[src/common/cpu_config.svh]
// reset pc, pc step, and mips32 opcode and funct codes
`ifndef CPU_CONFIG_SVH
`define CPU_CONFIG_SVH

// program counter
`define CPU_RESET_PC 32'h0000_0000
`define CPU_PC_STEP  32'd4

// primary opcodes, inst[31:26]
`define OP_SPECIAL 6'b000000  // r-type, decoded by funct
`define OP_ADDIU   6'b001001
`define OP_ANDI    6'b001100
`define OP_ORI     6'b001101
`define OP_XORI    6'b001110
`define OP_LUI     6'b001111

// special funct codes, inst[5:0]
`define FN_SLL  6'b000000
`define FN_SRL  6'b000010
`define FN_MFHI 6'b010000
`define FN_MTHI 6'b010001
`define FN_MFLO 6'b010010
`define FN_MTLO 6'b010011
`define FN_ADDU 6'b100001
`define FN_SUBU 6'b100011
`define FN_AND  6'b100100
`define FN_OR   6'b100101
`define FN_XOR  6'b100110
`define FN_NOR  6'b100111

`endif

[src/common/cpu_pkg.sv]
// word and address types, alu operation enum and pipeline structs
`default_nettype none

package cpu_pkg;

    typedef logic [31:0] inst_t;      // instruction word
    typedef logic [31:0] addr_t;      // instruction address
    typedef logic [31:0] word_t;      // gpr, hi, lo and alu data
    typedef logic [4:0]  reg_addr_t;  // gpr number

    // execute operations
    typedef enum logic [3:0] {
        ALU_NOP,
        ALU_AND,
        ALU_OR,
        ALU_XOR,
        ALU_NOR,
        ALU_ADD,
        ALU_SUB,
        ALU_SLL,
        ALU_SRL,
        ALU_LUI,
        ALU_MFHI,
        ALU_MFLO,
        ALU_MTHI,
        ALU_MTLO
    } alu_op_t;

    // one gpr write, also used as a forward
    typedef struct packed {
        logic      we;
        reg_addr_t waddr;
        word_t     wdata;
    } reg_wr_t;

    // one hi/lo update
    typedef struct packed {
        logic  hi_we;
        logic  lo_we;
        word_t hi;
        word_t lo;
    } hilo_wr_t;

    // decoded instruction
    typedef struct packed {
        alu_op_t   op;
        word_t     opnd1;
        word_t     opnd2;
        logic [4:0] shamt;
        logic      we;
        reg_addr_t waddr;
    } id_ex_t;

    // execute result
    typedef struct packed {
        reg_wr_t  rd;
        hilo_wr_t hl;
    } ex_mem_t;

endpackage

`default_nettype wire

[src/fetch_stage.sv]
// program counter, rom enable and if/id register
`timescale 1ns/1ps
`default_nettype none
`include "cpu_config.svh"

module fetch_stage (
    input  wire                 clk,
    input  wire                 rst_i,
    input  wire cpu_pkg::inst_t rom_data_i,
    output logic                rom_ce_o,
    output cpu_pkg::addr_t      rom_addr_o,
    output cpu_pkg::addr_t      if_pc_o,
    output cpu_pkg::inst_t      if_inst_o
);

    cpu_pkg::addr_t pc_q;

    // rom enable comes up one edge after reset
    always_ff @(posedge clk) begin
        if (rst_i) begin
            rom_ce_o <= 1'b0;
        end else begin
            rom_ce_o <= 1'b1;
        end
    end

    always_ff @(posedge clk) begin
        if (rst_i) begin
            pc_q <= `CPU_RESET_PC;
        end else if (rom_ce_o) begin
            pc_q <= pc_q + `CPU_PC_STEP;  // step only while fetching
        end
    end

    assign rom_addr_o = pc_q;

    // if/id register, zero word is a no-op
    always_ff @(posedge clk) begin
        if (rst_i || !rom_ce_o) begin
            if_pc_o   <= `CPU_RESET_PC;
            if_inst_o <= '0;
        end else begin
            if_pc_o   <= pc_q;
            if_inst_o <= rom_data_i;
        end
    end

endmodule

`default_nettype wire

[src/decode/decode_stage.sv]
// instruction decoder, operand selection and id/ex register
`timescale 1ns/1ps
`default_nettype none
`include "cpu_config.svh"

module decode_stage (
    input  wire                 clk,
    input  wire                 rst_i,
    input  wire cpu_pkg::inst_t if_inst_i,
    input  wire cpu_pkg::word_t rdata1_i,
    input  wire cpu_pkg::word_t rdata2_i,
    output logic                re1_o,
    output cpu_pkg::reg_addr_t  raddr1_o,
    output logic                re2_o,
    output cpu_pkg::reg_addr_t  raddr2_o,
    output cpu_pkg::id_ex_t     id_ex_o
);

    // instruction fields
    logic [5:0]         opcode;
    logic [5:0]         funct;
    cpu_pkg::reg_addr_t rs;
    cpu_pkg::reg_addr_t rt;
    cpu_pkg::reg_addr_t rd;
    logic [4:0]         shamt;
    logic [15:0]        imm;
    logic               is_itype;

    cpu_pkg::word_t     imm_zext;
    cpu_pkg::word_t     imm_sext;
    cpu_pkg::word_t     imm_lui;
    cpu_pkg::word_t     imm_sel;
    cpu_pkg::alu_op_t   op_d;
    logic               use_imm;
    logic               we_d;
    cpu_pkg::reg_addr_t waddr_d;
    cpu_pkg::id_ex_t    id_ex_d;

    assign opcode   = if_inst_i[31:26];
    assign rs       = if_inst_i[25:21];
    assign rt       = if_inst_i[20:16];
    assign rd       = if_inst_i[15:11];
    assign shamt    = if_inst_i[10:6];
    assign funct    = if_inst_i[5:0];
    assign imm      = if_inst_i[15:0];
    assign is_itype = (opcode != `OP_SPECIAL);

    assign imm_zext = {16'h0000, imm};
    assign imm_sext = {{16{imm[15]}}, imm};
    assign imm_lui  = {imm, 16'h0000};

    // opcode/funct to alu op, anything else is a nop
    always_comb begin
        op_d = cpu_pkg::ALU_NOP;
        case (opcode)
            `OP_SPECIAL: begin
                case (funct)
                    `FN_AND:  op_d = cpu_pkg::ALU_AND;
                    `FN_OR:   op_d = cpu_pkg::ALU_OR;
                    `FN_XOR:  op_d = cpu_pkg::ALU_XOR;
                    `FN_NOR:  op_d = cpu_pkg::ALU_NOR;
                    `FN_ADDU: op_d = cpu_pkg::ALU_ADD;
                    `FN_SUBU: op_d = cpu_pkg::ALU_SUB;
                    `FN_SLL:  op_d = cpu_pkg::ALU_SLL;
                    `FN_SRL:  op_d = cpu_pkg::ALU_SRL;
                    `FN_MFHI: op_d = cpu_pkg::ALU_MFHI;
                    `FN_MFLO: op_d = cpu_pkg::ALU_MFLO;
                    `FN_MTHI: op_d = cpu_pkg::ALU_MTHI;
                    `FN_MTLO: op_d = cpu_pkg::ALU_MTLO;
                    default:  op_d = cpu_pkg::ALU_NOP;
                endcase
            end
            `OP_ANDI:  op_d = cpu_pkg::ALU_AND;
            `OP_ORI:   op_d = cpu_pkg::ALU_OR;
            `OP_XORI:  op_d = cpu_pkg::ALU_XOR;
            `OP_ADDIU: op_d = cpu_pkg::ALU_ADD;
            `OP_LUI:   op_d = cpu_pkg::ALU_LUI;
            default:   op_d = cpu_pkg::ALU_NOP;
        endcase
    end

    // read ports, immediate use and gpr write per op
    always_comb begin
        re1_o   = 1'b0;
        re2_o   = 1'b0;
        use_imm = 1'b0;
        we_d    = 1'b0;
        case (op_d)
            cpu_pkg::ALU_AND, cpu_pkg::ALU_OR, cpu_pkg::ALU_XOR,
            cpu_pkg::ALU_NOR, cpu_pkg::ALU_ADD, cpu_pkg::ALU_SUB: begin
                re1_o   = 1'b1;
                re2_o   = !is_itype;  // i-type takes rt as destination
                use_imm = is_itype;
                we_d    = 1'b1;
            end
            cpu_pkg::ALU_SLL, cpu_pkg::ALU_SRL: begin
                re2_o = 1'b1;
                we_d  = 1'b1;
            end
            cpu_pkg::ALU_LUI: begin
                use_imm = 1'b1;
                we_d    = 1'b1;
            end
            cpu_pkg::ALU_MFHI, cpu_pkg::ALU_MFLO: we_d = 1'b1;
            cpu_pkg::ALU_MTHI, cpu_pkg::ALU_MTLO: re1_o = 1'b1;  // hi/lo only
            default: ;
        endcase
    end

    assign raddr1_o = rs;
    assign raddr2_o = rt;
    assign waddr_d  = is_itype ? rt : rd;

    always_comb begin
        if (op_d == cpu_pkg::ALU_ADD) begin
            imm_sel = imm_sext;
        end else if (op_d == cpu_pkg::ALU_LUI) begin
            imm_sel = imm_lui;
        end else begin
            imm_sel = imm_zext;
        end
    end

    always_comb begin
        id_ex_d.op    = op_d;
        id_ex_d.opnd1 = rdata1_i;  // zero when port 1 is off
        id_ex_d.opnd2 = use_imm ? imm_sel : rdata2_i;
        id_ex_d.shamt = shamt;
        id_ex_d.we    = we_d && (waddr_d != '0);  // $0 writes never leave decode
        id_ex_d.waddr = waddr_d;
    end

    // id/ex register
    always_ff @(posedge clk) begin
        if (rst_i) begin
            id_ex_o <= '0;
        end else begin
            id_ex_o <= id_ex_d;
        end
    end

endmodule

`default_nettype wire

[src/decode/regfile.sv]
// 32x32 register file, two read ports with ex/mem/wb forwarding
`timescale 1ns/1ps
`default_nettype none

module regfile (
    input  wire                     clk,
    input  wire                     rst_i,
    input  wire                     re1_i,
    input  wire cpu_pkg::reg_addr_t raddr1_i,
    input  wire                     re2_i,
    input  wire cpu_pkg::reg_addr_t raddr2_i,
    input  wire cpu_pkg::reg_wr_t   ex_fwd_i,
    input  wire cpu_pkg::reg_wr_t   mem_fwd_i,
    input  wire cpu_pkg::reg_wr_t   wb_i,
    output cpu_pkg::word_t          rdata1_o,
    output cpu_pkg::word_t          rdata2_o
);

    cpu_pkg::word_t regs [32];

    // newest value first: execute, memory, writeback, array
    function automatic cpu_pkg::word_t read_port(
        input logic               re,
        input cpu_pkg::reg_addr_t raddr,
        input cpu_pkg::reg_wr_t   ex_fwd,
        input cpu_pkg::reg_wr_t   mem_fwd,
        input cpu_pkg::reg_wr_t   wb,
        input cpu_pkg::word_t     stored
    );
        if (!re || raddr == '0) begin
            return '0;
        end else if (ex_fwd.we && ex_fwd.waddr == raddr) begin
            return ex_fwd.wdata;
        end else if (mem_fwd.we && mem_fwd.waddr == raddr) begin
            return mem_fwd.wdata;
        end else if (wb.we && wb.waddr == raddr) begin
            return wb.wdata;
        end
        return stored;
    endfunction

    always_ff @(posedge clk) begin
        if (rst_i) begin
            for (int i = 0; i < 32; i++) begin
                regs[i] <= '0;
            end
        end else if (wb_i.we && wb_i.waddr != '0) begin
            regs[wb_i.waddr] <= wb_i.wdata;
        end
    end

    always_comb begin
        rdata1_o = read_port(re1_i, raddr1_i, ex_fwd_i, mem_fwd_i, wb_i, regs[raddr1_i]);
        rdata2_o = read_port(re2_i, raddr2_i, ex_fwd_i, mem_fwd_i, wb_i, regs[raddr2_i]);
    end

endmodule

`default_nettype wire

[src/execute/exec_stage.sv]
// alu, hi/lo moves and ex/mem register
`timescale 1ns/1ps
`default_nettype none

module exec_stage (
    input  wire                   clk,
    input  wire                   rst_i,
    input  wire cpu_pkg::id_ex_t  id_ex_i,
    input  wire cpu_pkg::hilo_wr_t hilo_i,
    output cpu_pkg::reg_wr_t      ex_fwd_o,
    output cpu_pkg::ex_mem_t      ex_mem_o
);

    cpu_pkg::word_t   alu_res;
    cpu_pkg::ex_mem_t ex_mem_d;

    always_comb begin
        case (id_ex_i.op)
            cpu_pkg::ALU_AND:  alu_res = id_ex_i.opnd1 & id_ex_i.opnd2;
            cpu_pkg::ALU_OR:   alu_res = id_ex_i.opnd1 | id_ex_i.opnd2;
            cpu_pkg::ALU_XOR:  alu_res = id_ex_i.opnd1 ^ id_ex_i.opnd2;
            cpu_pkg::ALU_NOR:  alu_res = ~(id_ex_i.opnd1 | id_ex_i.opnd2);
            cpu_pkg::ALU_ADD:  alu_res = id_ex_i.opnd1 + id_ex_i.opnd2;  // wraps, no overflow trap
            cpu_pkg::ALU_SUB:  alu_res = id_ex_i.opnd1 - id_ex_i.opnd2;
            cpu_pkg::ALU_SLL:  alu_res = id_ex_i.opnd2 << id_ex_i.shamt;
            cpu_pkg::ALU_SRL:  alu_res = id_ex_i.opnd2 >> id_ex_i.shamt;
            cpu_pkg::ALU_LUI:  alu_res = id_ex_i.opnd2;  // already shifted in decode
            cpu_pkg::ALU_MFHI: alu_res = hilo_i.hi;
            cpu_pkg::ALU_MFLO: alu_res = hilo_i.lo;
            default:           alu_res = '0;
        endcase
    end

    // combinational forward back to decode
    always_comb begin
        ex_fwd_o.we    = id_ex_i.we;
        ex_fwd_o.waddr = id_ex_i.waddr;
        ex_fwd_o.wdata = alu_res;
    end

    // mthi/mtlo move rs into the selected half
    always_comb begin
        ex_mem_d.rd    = ex_fwd_o;
        ex_mem_d.hl.hi_we = (id_ex_i.op == cpu_pkg::ALU_MTHI);
        ex_mem_d.hl.lo_we = (id_ex_i.op == cpu_pkg::ALU_MTLO);
        ex_mem_d.hl.hi    = id_ex_i.opnd1;
        ex_mem_d.hl.lo    = id_ex_i.opnd1;
    end

    // ex/mem register, its output is the memory stage
    always_ff @(posedge clk) begin
        if (rst_i) begin
            ex_mem_o <= '0;
        end else begin
            ex_mem_o <= ex_mem_d;
        end
    end

endmodule

`default_nettype wire

[src/writeback_stage.sv]
// mem/wb register, hi and lo registers and hi/lo forwarding
`timescale 1ns/1ps
`default_nettype none

module writeback_stage (
    input  wire                   clk,
    input  wire                   rst_i,
    input  wire cpu_pkg::ex_mem_t ex_mem_i,
    output cpu_pkg::reg_wr_t      wb_o,
    output cpu_pkg::hilo_wr_t     hilo_o
);

    cpu_pkg::ex_mem_t mem_wb_q;
    cpu_pkg::word_t   hi_q;
    cpu_pkg::word_t   lo_q;

    // mem/wb register
    always_ff @(posedge clk) begin
        if (rst_i) begin
            mem_wb_q <= '0;
        end else begin
            mem_wb_q <= ex_mem_i;
        end
    end

    assign wb_o = mem_wb_q.rd;

    // hi and lo update at the end of writeback
    always_ff @(posedge clk) begin
        if (rst_i) begin
            hi_q <= '0;
            lo_q <= '0;
        end else begin
            if (mem_wb_q.hl.hi_we) begin
                hi_q <= mem_wb_q.hl.hi;
            end
            if (mem_wb_q.hl.lo_we) begin
                lo_q <= mem_wb_q.hl.lo;
            end
        end
    end

    // memory stage wins over writeback, each half on its own
    always_comb begin
        if (ex_mem_i.hl.hi_we) begin
            hilo_o.hi = ex_mem_i.hl.hi;
        end else if (mem_wb_q.hl.hi_we) begin
            hilo_o.hi = mem_wb_q.hl.hi;
        end else begin
            hilo_o.hi = hi_q;
        end
        if (ex_mem_i.hl.lo_we) begin
            hilo_o.lo = ex_mem_i.hl.lo;
        end else if (mem_wb_q.hl.lo_we) begin
            hilo_o.lo = mem_wb_q.hl.lo;
        end else begin
            hilo_o.lo = lo_q;
        end
        hilo_o.hi_we = ex_mem_i.hl.hi_we | mem_wb_q.hl.hi_we;  // value still in flight
        hilo_o.lo_we = ex_mem_i.hl.lo_we | mem_wb_q.hl.lo_we;
    end

endmodule

`default_nettype wire

[src/openmips_core.sv]
// core top level, stage wiring, rom port and writeback port
`timescale 1ns/1ps
`default_nettype none

module openmips_core (
    input  wire                 clk,
    input  wire                 rst_i,
    input  wire cpu_pkg::inst_t rom_data_i,
    output logic                rom_ce_o,
    output cpu_pkg::addr_t      rom_addr_o,
    output cpu_pkg::reg_wr_t    wb_o
);

    cpu_pkg::inst_t     if_inst;
    logic               re1;
    cpu_pkg::reg_addr_t raddr1;
    logic               re2;
    cpu_pkg::reg_addr_t raddr2;
    cpu_pkg::word_t     rdata1;
    cpu_pkg::word_t     rdata2;
    cpu_pkg::id_ex_t    id_ex;
    cpu_pkg::reg_wr_t   ex_fwd;
    cpu_pkg::ex_mem_t   ex_mem;
    cpu_pkg::hilo_wr_t  hilo;

    fetch_stage u_fetch (
        .clk        (clk),
        .rst_i      (rst_i),
        .rom_data_i (rom_data_i),
        .rom_ce_o   (rom_ce_o),
        .rom_addr_o (rom_addr_o),
        .if_pc_o    (),            // no consumer without branches
        .if_inst_o  (if_inst)
    );

    decode_stage u_decode (
        .clk       (clk),
        .rst_i     (rst_i),
        .if_inst_i (if_inst),
        .rdata1_i  (rdata1),
        .rdata2_i  (rdata2),
        .re1_o     (re1),
        .raddr1_o  (raddr1),
        .re2_o     (re2),
        .raddr2_o  (raddr2),
        .id_ex_o   (id_ex)
    );

    regfile u_regfile (
        .clk       (clk),
        .rst_i     (rst_i),
        .re1_i     (re1),
        .raddr1_i  (raddr1),
        .re2_i     (re2),
        .raddr2_i  (raddr2),
        .ex_fwd_i  (ex_fwd),
        .mem_fwd_i (ex_mem.rd),    // memory stage forward
        .wb_i      (wb_o),
        .rdata1_o  (rdata1),
        .rdata2_o  (rdata2)
    );

    exec_stage u_exec (
        .clk      (clk),
        .rst_i    (rst_i),
        .id_ex_i  (id_ex),
        .hilo_i   (hilo),
        .ex_fwd_o (ex_fwd),
        .ex_mem_o (ex_mem)
    );

    writeback_stage u_writeback (
        .clk      (clk),
        .rst_i    (rst_i),
        .ex_mem_i (ex_mem),
        .wb_o     (wb_o),
        .hilo_o   (hilo)
    );

endmodule

`default_nettype wire

[config.mk]
export PLATFORM = sky130hd
export DESIGN_NAME = openmips_core
export DESIGN_NICKNAME = d
export VERILOG_FILES = /design/src/common/cpu_pkg.sv /design/src/fetch_stage.sv /design/src/decode/decode_stage.sv /design/src/decode/regfile.sv /design/src/execute/exec_stage.sv /design/src/writeback_stage.sv /design/src/openmips_core.sv
export VERILOG_INCLUDE_DIRS = /design/src /design/src/common
export SDC_FILE = /design/constraint.sdc
export NUM_CORES = 2
export LEC_CHECK = 0
export BUFFER_PORTS_ARGS = -buffer_cell sky130_fd_sc_hd__buf_2
export CORE_MARGIN = 2
export CORE_UTILIZATION = 50
export DETAILED_ROUTE_END_ITERATION = 12
export HOLD_SLACK_MARGIN = 0.05
export PLACE_DENSITY = 0.66
export SYNTH_ARGS = -nofsm -noshare
export SYNTH_HDL_FRONTEND = slang
export SYNTH_SLANG_ARGS = --single-unit
export TNS_END_PERCENT = 20
[constraint.sdc]
create_clock -name clk -period 6 [get_ports clk]
set_input_delay 1.2 -clock clk [delete_from_list [all_inputs] [get_ports clk]]
set_output_delay 1.2 -clock clk [all_outputs]
set_load 0.02 [all_outputs]
After elaboration in Yosys (flattened, before gate mapping)
Memories as Yosys holds them, arrays and structs flattened. A register that Yosys moved wholly into a read port is not among the register bits.
Cells that the tools add are included.
{"block": "classes", "n_addsub": 3, "magnitude_cmp": 0, "shift": 2, "multipliers": 0, "bitwise": 4, "eq_ne": 48, "n_div": 0, "n_reduce_logical": 27, "mux": 44}
{"op": "$mux W32", "count": 18}
{"op": "$pmux W32 S11", "count": 1}
{"op": "$eq A4 B4 Y1 const B", "count": 12}
{"op": "$pmux W4 S12", "count": 1}
{"op": "$eq A6 B6 Y1 const B", "count": 6}
{"op": "$add A32 B3 Y32 const B", "count": 1}
{"op": "$add A32 B32 Y32", "count": 1}
{"op": "$and A32 B32 Y32", "count": 1}
{"op": "$eq A4 B3 Y1 const B", "count": 8}
{"op": "$not A32 Y32", "count": 1}
{"op": "$or A32 B32 Y32", "count": 1}
{"op": "$reduce_or A32 Y1", "count": 1}
{"op": "$shl A32 B5 Y32", "count": 1}
{"op": "$shr A32 B5 Y32", "count": 1}
{"op": "$sub A32 B32 Y32", "count": 1}
{"op": "$xor A32 B32 Y32", "count": 1}
{"op": "$eq A5 B5 Y1", "count": 6}
{"op": "$eq A6 B4 Y1 const B", "count": 5}
{"op": "$eq A6 B5 Y1 const B", "count": 4}
{"op": "$pmux W4 S6", "count": 1}
{"op": "$mux W5", "count": 4}
{"op": "$mux W1", "count": 17}
{"op": "$eq A4 B2 Y1 const B", "count": 4}
{"op": "$logic_not A6 Y1", "count": 2}
{"op": "other kinds (13)", "count": 29}
{"block": "totals", "latchBits": 0, "ram_bits": 1024, "reg_bits": 352, "mem_count": 1, "input_bits": 34, "elab_cells": 152, "romBits": 0}
{"name": "u_regfile.regs", "words": 32, "word_bits": 32, "read_ports": 2, "rd_ports_with_merged_regs": 2, "wr": 32, "line": "regfile.sv:19", "rtl": "cpu_pkg::word_t regs [32];"}

Longest topological paths before layout
{"block": "depth", "depth_word": 11, "mapped_depth": 19, "depth_no_buf": 17}

Modules after synthesis
A second synthesis with hierarchy kept.
{"block": "unflattened", "cells_unflattened": 6831, "hier_area_um2": 81908.6}
{"module": "regfile", "seq_area_each_um2": 30749.5, "n_inst": 1, "area_per_inst_um2": 57486.4, "cells_each": 4092}
{"module": "exec_stage", "seq_area_each_um2": 1441.4, "n_inst": 1, "area_per_inst_um2": 11682.5, "cells_each": 1582}
{"module": "writeback_stage", "seq_area_each_um2": 3363.2, "n_inst": 1, "area_per_inst_um2": 6593.8, "cells_each": 538}
{"module": "fetch_stage", "seq_area_each_um2": 1861.8, "n_inst": 1, "area_per_inst_um2": 3134.3, "cells_each": 301}
{"module": "decode_stage", "seq_area_each_um2": 1581.5, "n_inst": 1, "area_per_inst_um2": 3011.6, "cells_each": 318}

Least setup slack after synthesis
Ideal clock, no wire load.
{"block": "synth_path", "path_kind": "input -> register", "start": "in rst_i", "end": "mem u_regfile.regs[29][0] in the netlist's numbering (enable)", "setup_ns": 0.466, "path_slack_ns": 1.408, "arrival_time_ns": 4.127, "required_ns": 5.534, "cell_stages": 4, "cell_sequence": "nor2b_1 > nand3b_1 > clkbuf_1 > o21ai_0"}
{"item": "from (decl)", "line": "openmips_core.sv:7", "rtl": "input wire rst_i,"}
{"item": "to (decl)", "line": "regfile.sv:19"}

Final worst setup path
{"block": "layout_path", "start": "reg u_decode.id_ex_o[14] in the netlist's numbering", "end": "reg u_decode.id_ex_o[74] in the netlist's numbering"}
{"block": "layout_via", "elab_chain_len": 5}
{"item": "from (decl)", "line": "decode_stage.sv:16", "rtl": "output cpu_pkg::id_ex_t id_ex_o"}
{"item": "from (signal assigned)", "line": "decode_stage.sv:138", "rtl": "id_ex_o <= id_ex_d;"}
{"item": "$sub A32 B32 Y32, or another cell as far along", "line": "exec_stage.sv:24", "rtl": "cpu_pkg::ALU_SUB: alu_res = id_ex_i.opnd1 - id_ex_i.opnd2;"}
{"item": "$pmux W32 S11 *", "line": "exec_stage.sv:18", "rtl": "case (id_ex_i.op)"}
{"item": "$mux W32 *", "line": "regfile.sv:32", "rtl": "end else if (ex_fwd.we && ex_fwd.waddr == raddr) begin"}
{"item": "$mux W32 *", "line": "regfile.sv:30", "rtl": "if (!re || raddr == '0) begin"}
{"item": "$mux W32 *", "line": "regfile.sv:39", "rtl": "return stored;"}
Every way passes the cells marked *; elsewhere a longest branch is shown, timed or not.
A chain may end at the register's enable or synchronous reset.

==> run summary <==
Final hold viol count -> 0
Ys flop type -> edfxtp_1
Critical Path Sink -> u_decode.id_ex_o[74]$_SDFF_PP0_
Total GRT Usage -> 0.3585
Initial Util -> 0.5032
Share of layout cells above drive strength 1 -> 0.2484
Clock tree from TritonCTS -> yes
Yosys reg bits -> 1374
Setup slack, reg-to-reg -> 0.97 ns
Fill cells -> 12550
FP Rows -> 144
Most crowded layer after global routing -> met2
Leakage -> 29.99 nW
Arr. time, crit path -> 5.65 ns
Count of pins over their slew limit -> 0
Worst Path Max Fanout -> 15
Via density -> 6.773
Initial antenna violation count -> 16
Seq/Total Area, Yosys -> 0.4877
Die W -> 397.5 µm
Vias in the first global route -> 52590
Worst-path clk slew -> 0.06 ns
Core Footprint -> 153900 µm²
Hold crit path type -> reg -> reg
Reg area -> 37810 µm²
Synth top area share -> 0.3972
Largest net degree at the start of global routing -> 105
Routed WL per cell -> 35.47 µm
RSZ-0062 raised after global routing -> no
Root Buffer -> clkbuf_16
PD cells -> 279.3 nW/µm²
Maxcap violations -> 0
Grt total ovfl -> 0
Status -> finished, final reports clean
Critical path type -> reg -> reg
Die area -> 158000 µm²
Mapped Cells -> 5931
Drt drc -> 0
EDFF count, synth -> 1024
Clock buffer depth -> 3
Final wirelength -> 284.0 mm
Final setup viols -> 0
Max IR drop VDD -> 0.3365 mV
TNS Setup -> 0 ns
Largest cells by area after synthesis -> edfxtp_1, mux4_2, dfxtp_1, and2_1, clkbuf_1
H-tree levels -> 4
Number of buffers created by CTS -> 151
Warnings, synthesis -> 0
Share of synthesized registers carrying an async set or reset -> 0
Final worst path period share -> 0.8376
GP Congestion -> 0.9712
Met3 usage -> 0.08122
Syn Area/Cell -> 13.05 µm²
Crit Reg-Reg Startpoint -> u_decode.id_ex_o[14]$_SDFF_PP0_
Largest area contributor in the netlist -> edfxtp_1
Fmax -> 199.0 MHz
DRT iter0 DRCs -> 8216
Post-route minimum period -> 5.026 ns
Sink Count -> 1374
Distinct cells, synth -> 111
Reg2reg end -> u_decode.id_ex_o[74]$_SDFF_PP0_
Worst Path Required -> 6.62 ns
Overall power -> 0.02395 W
CP endpoint kind -> flop
Post-cts gate resize count -> 0
HPWL after DPL -> 188.4 mm
First-pass GRT wire length -> 398.7 mm
Via count -> 54240
Fin nets -> 5963
Met2 Resource Use GR -> 0.5501
# port buffers -> 102
Hold Startpoint -> u_exec.ex_mem_o[53]$_SDFF_PP0_
Rel. slew slack -> 0.1253
Crit start category -> flop
Setup bufs post-CTS -> 0
Most common cell after layout, fill and taps aside -> and2_1
Area grow syn2layout -> 10.74%
Worst slew pin tran -> 1.309 ns
IO Pins -> 105
Critical path launch point -> u_decode.id_ex_o[14]$_SDFF_PP0_
Most frequent cells in the layout -> and2_1, edfxtp_1, mux4_2
Vert. Die Dim -> 397.5 µm
R2R cell count -> 17
Clk_skew -> 0.02935 ns
Synthesized area -> 77420 µm²
Post-CTS Hold Fix Bufs -> 0
Post-DRT Antenna Nets -> 0
Clk_lat worst skew -> 0.82 ns
M1 GR Usage -> 0.4860
DR pass1 iterations -> 8
Multi-input logic area -> 37320 µm²
[worst max-delay path, stage by stage, from the launching register on]
cell      delay, ns
dfxtp_1        0.49
nor3_1         0.44
nand3_1        0.13
buf_4          0.18
nor4_1         0.52
nand3_1        0.20
nor2_1         0.24
a21oi_1        0.14
xnor2_1        0.17
ha_1           0.45
a21oi_1        0.29
o21ai_0        0.18
or4_1          0.43
a41oi_1        0.27
nand3b_1       0.15
o311ai_1       0.10
a31oi_1        0.34
a221oi_2       0.12
[layout make-up]
class	instances	area share
Clock inverter	80	0.009734
Antenna cell	10	0.0002919
Tap cell	2044	0.02983
Sequential cell	1374	0.4410
Inverter	86	0.003780
Clock buffer	196	0.04810
Timing Repair Buffer	347	0.03205
Multi-Input combinational cell	3871	0.4353
[per-stage QoR]
stage	hold slack (ns)	setup WS (ns)	util	instances	cell area, µm²
2_1_floorplan	0.4394	1.408	-	5964	77550
3_3_place_gp	0.4550	0.9104	0.5248	7722	80750
3_5_place_dp	0.4687	0.9193	0.5248	7722	80750
4_1_cts	0.4784	0.9050	0.5571	7998	85710
5_1_grt	0.4891	0.4271	0.5571	7998	85710
6_report	0.4771	0.9741	0.5572	8008	85740
[registers in the layout, indices dropped and copies added (netlist names)]
signal,cells
u_decode.id_ex_o,79
u_exec.ex_mem_o,72
u_fetch.if_inst_o,32
u_fetch.rom_addr_o,30
u_fetch.rom_ce_o,1
u_regfile.regs,1024
u_writeback.hi_q,32
u_writeback.lo_q,32
u_writeback.mem_wb_q,34
u_writeback.wb_o,38
[per-layer routing]
metal | up-vias | share of wire | wire length, µm
met4 | 8 | 0.054 | 15210
met3 | 740 | 0.11 | 31700
met2 | 3548 | 0.46 | 130400
met1 | 27780 | 0.38 | 106600
met5 | - | 0.00018 | 52
li1 | 22160 | - | -
[worst min-delay path by stage]
stage	endpoint	slack (ns)	cells after the start
finish	u_writeback.mem_wb_q[53]$_SDFF_PP0_	0.48	1
global route	u_writeback.mem_wb_q[58]$_SDFF_PP0_	0.49	1
CTS	u_writeback.mem_wb_q[40]$_SDFF_PP0_	0.48	1
detailed placement	u_writeback.wb_o[14]$_SDFF_PP0_	0.47	1
global placement	u_writeback.mem_wb_q[56]$_SDFF_PP0_	0.46	1
floorplan	u_decode.id_ex_o[20]$_SDFF_PP0_	0.44	2
[where the power goes]
group | switching [W] | leakage, nW | total [W] | internal, W
logic | 0.00232 | 14.0 | 0.00370 | 0.00139
clock network | 0.00404 | 2.43 | 0.00944 | 0.00540
registers | 0.000323 | 13.6 | 0.0108 | 0.0105
total | 0.00668 | 30.0 | 0.0239 | 0.0173
[cell usage after synthesis, drive strengths merged, types with 11 or more instances]
cell     number
and2       1047
edfxtp     1024
mux4        721
clkbuf      415
dfxtp       350
nor2        311
nand2       258
buf         218
o21ai       195
mux2i       154
a21oi       148
nor2b       100
ha           97
inv          83
mux2         55
nor3         53
nand3        52
xnor2        52
xor2         46
a211oi       44
a221oi       33
nand4        33
a22oi        31
a31oi        24
and3         23
o211ai       23
a22o         20
nand2b       17
a211o        16
a31o         15
a32oi        15
nor4         15
o22ai        15
or3          15
nand3b       13
a21o         12
o31ai        12
a2111oi      11
[cell families (layout without fill, tap and decap cells)]
group / after synthesis / count (layout) / synth area share
compound gates: 725 / 725 / 0.06398
xor+xnor: 98 / 98 / 0.01109
fa+ha+maj: 98 / 98 / 0.01593
buf+inv: 719 / 709 / 0.04061
flops: 1374 / 1374 / 0.4877
mux: 930 / 930 / 0.2378
other cells: 1 / 44 / 0.00004844
simple gates: 1986 / 1986 / 0.1428
Power figures use the tool's default switching activity.
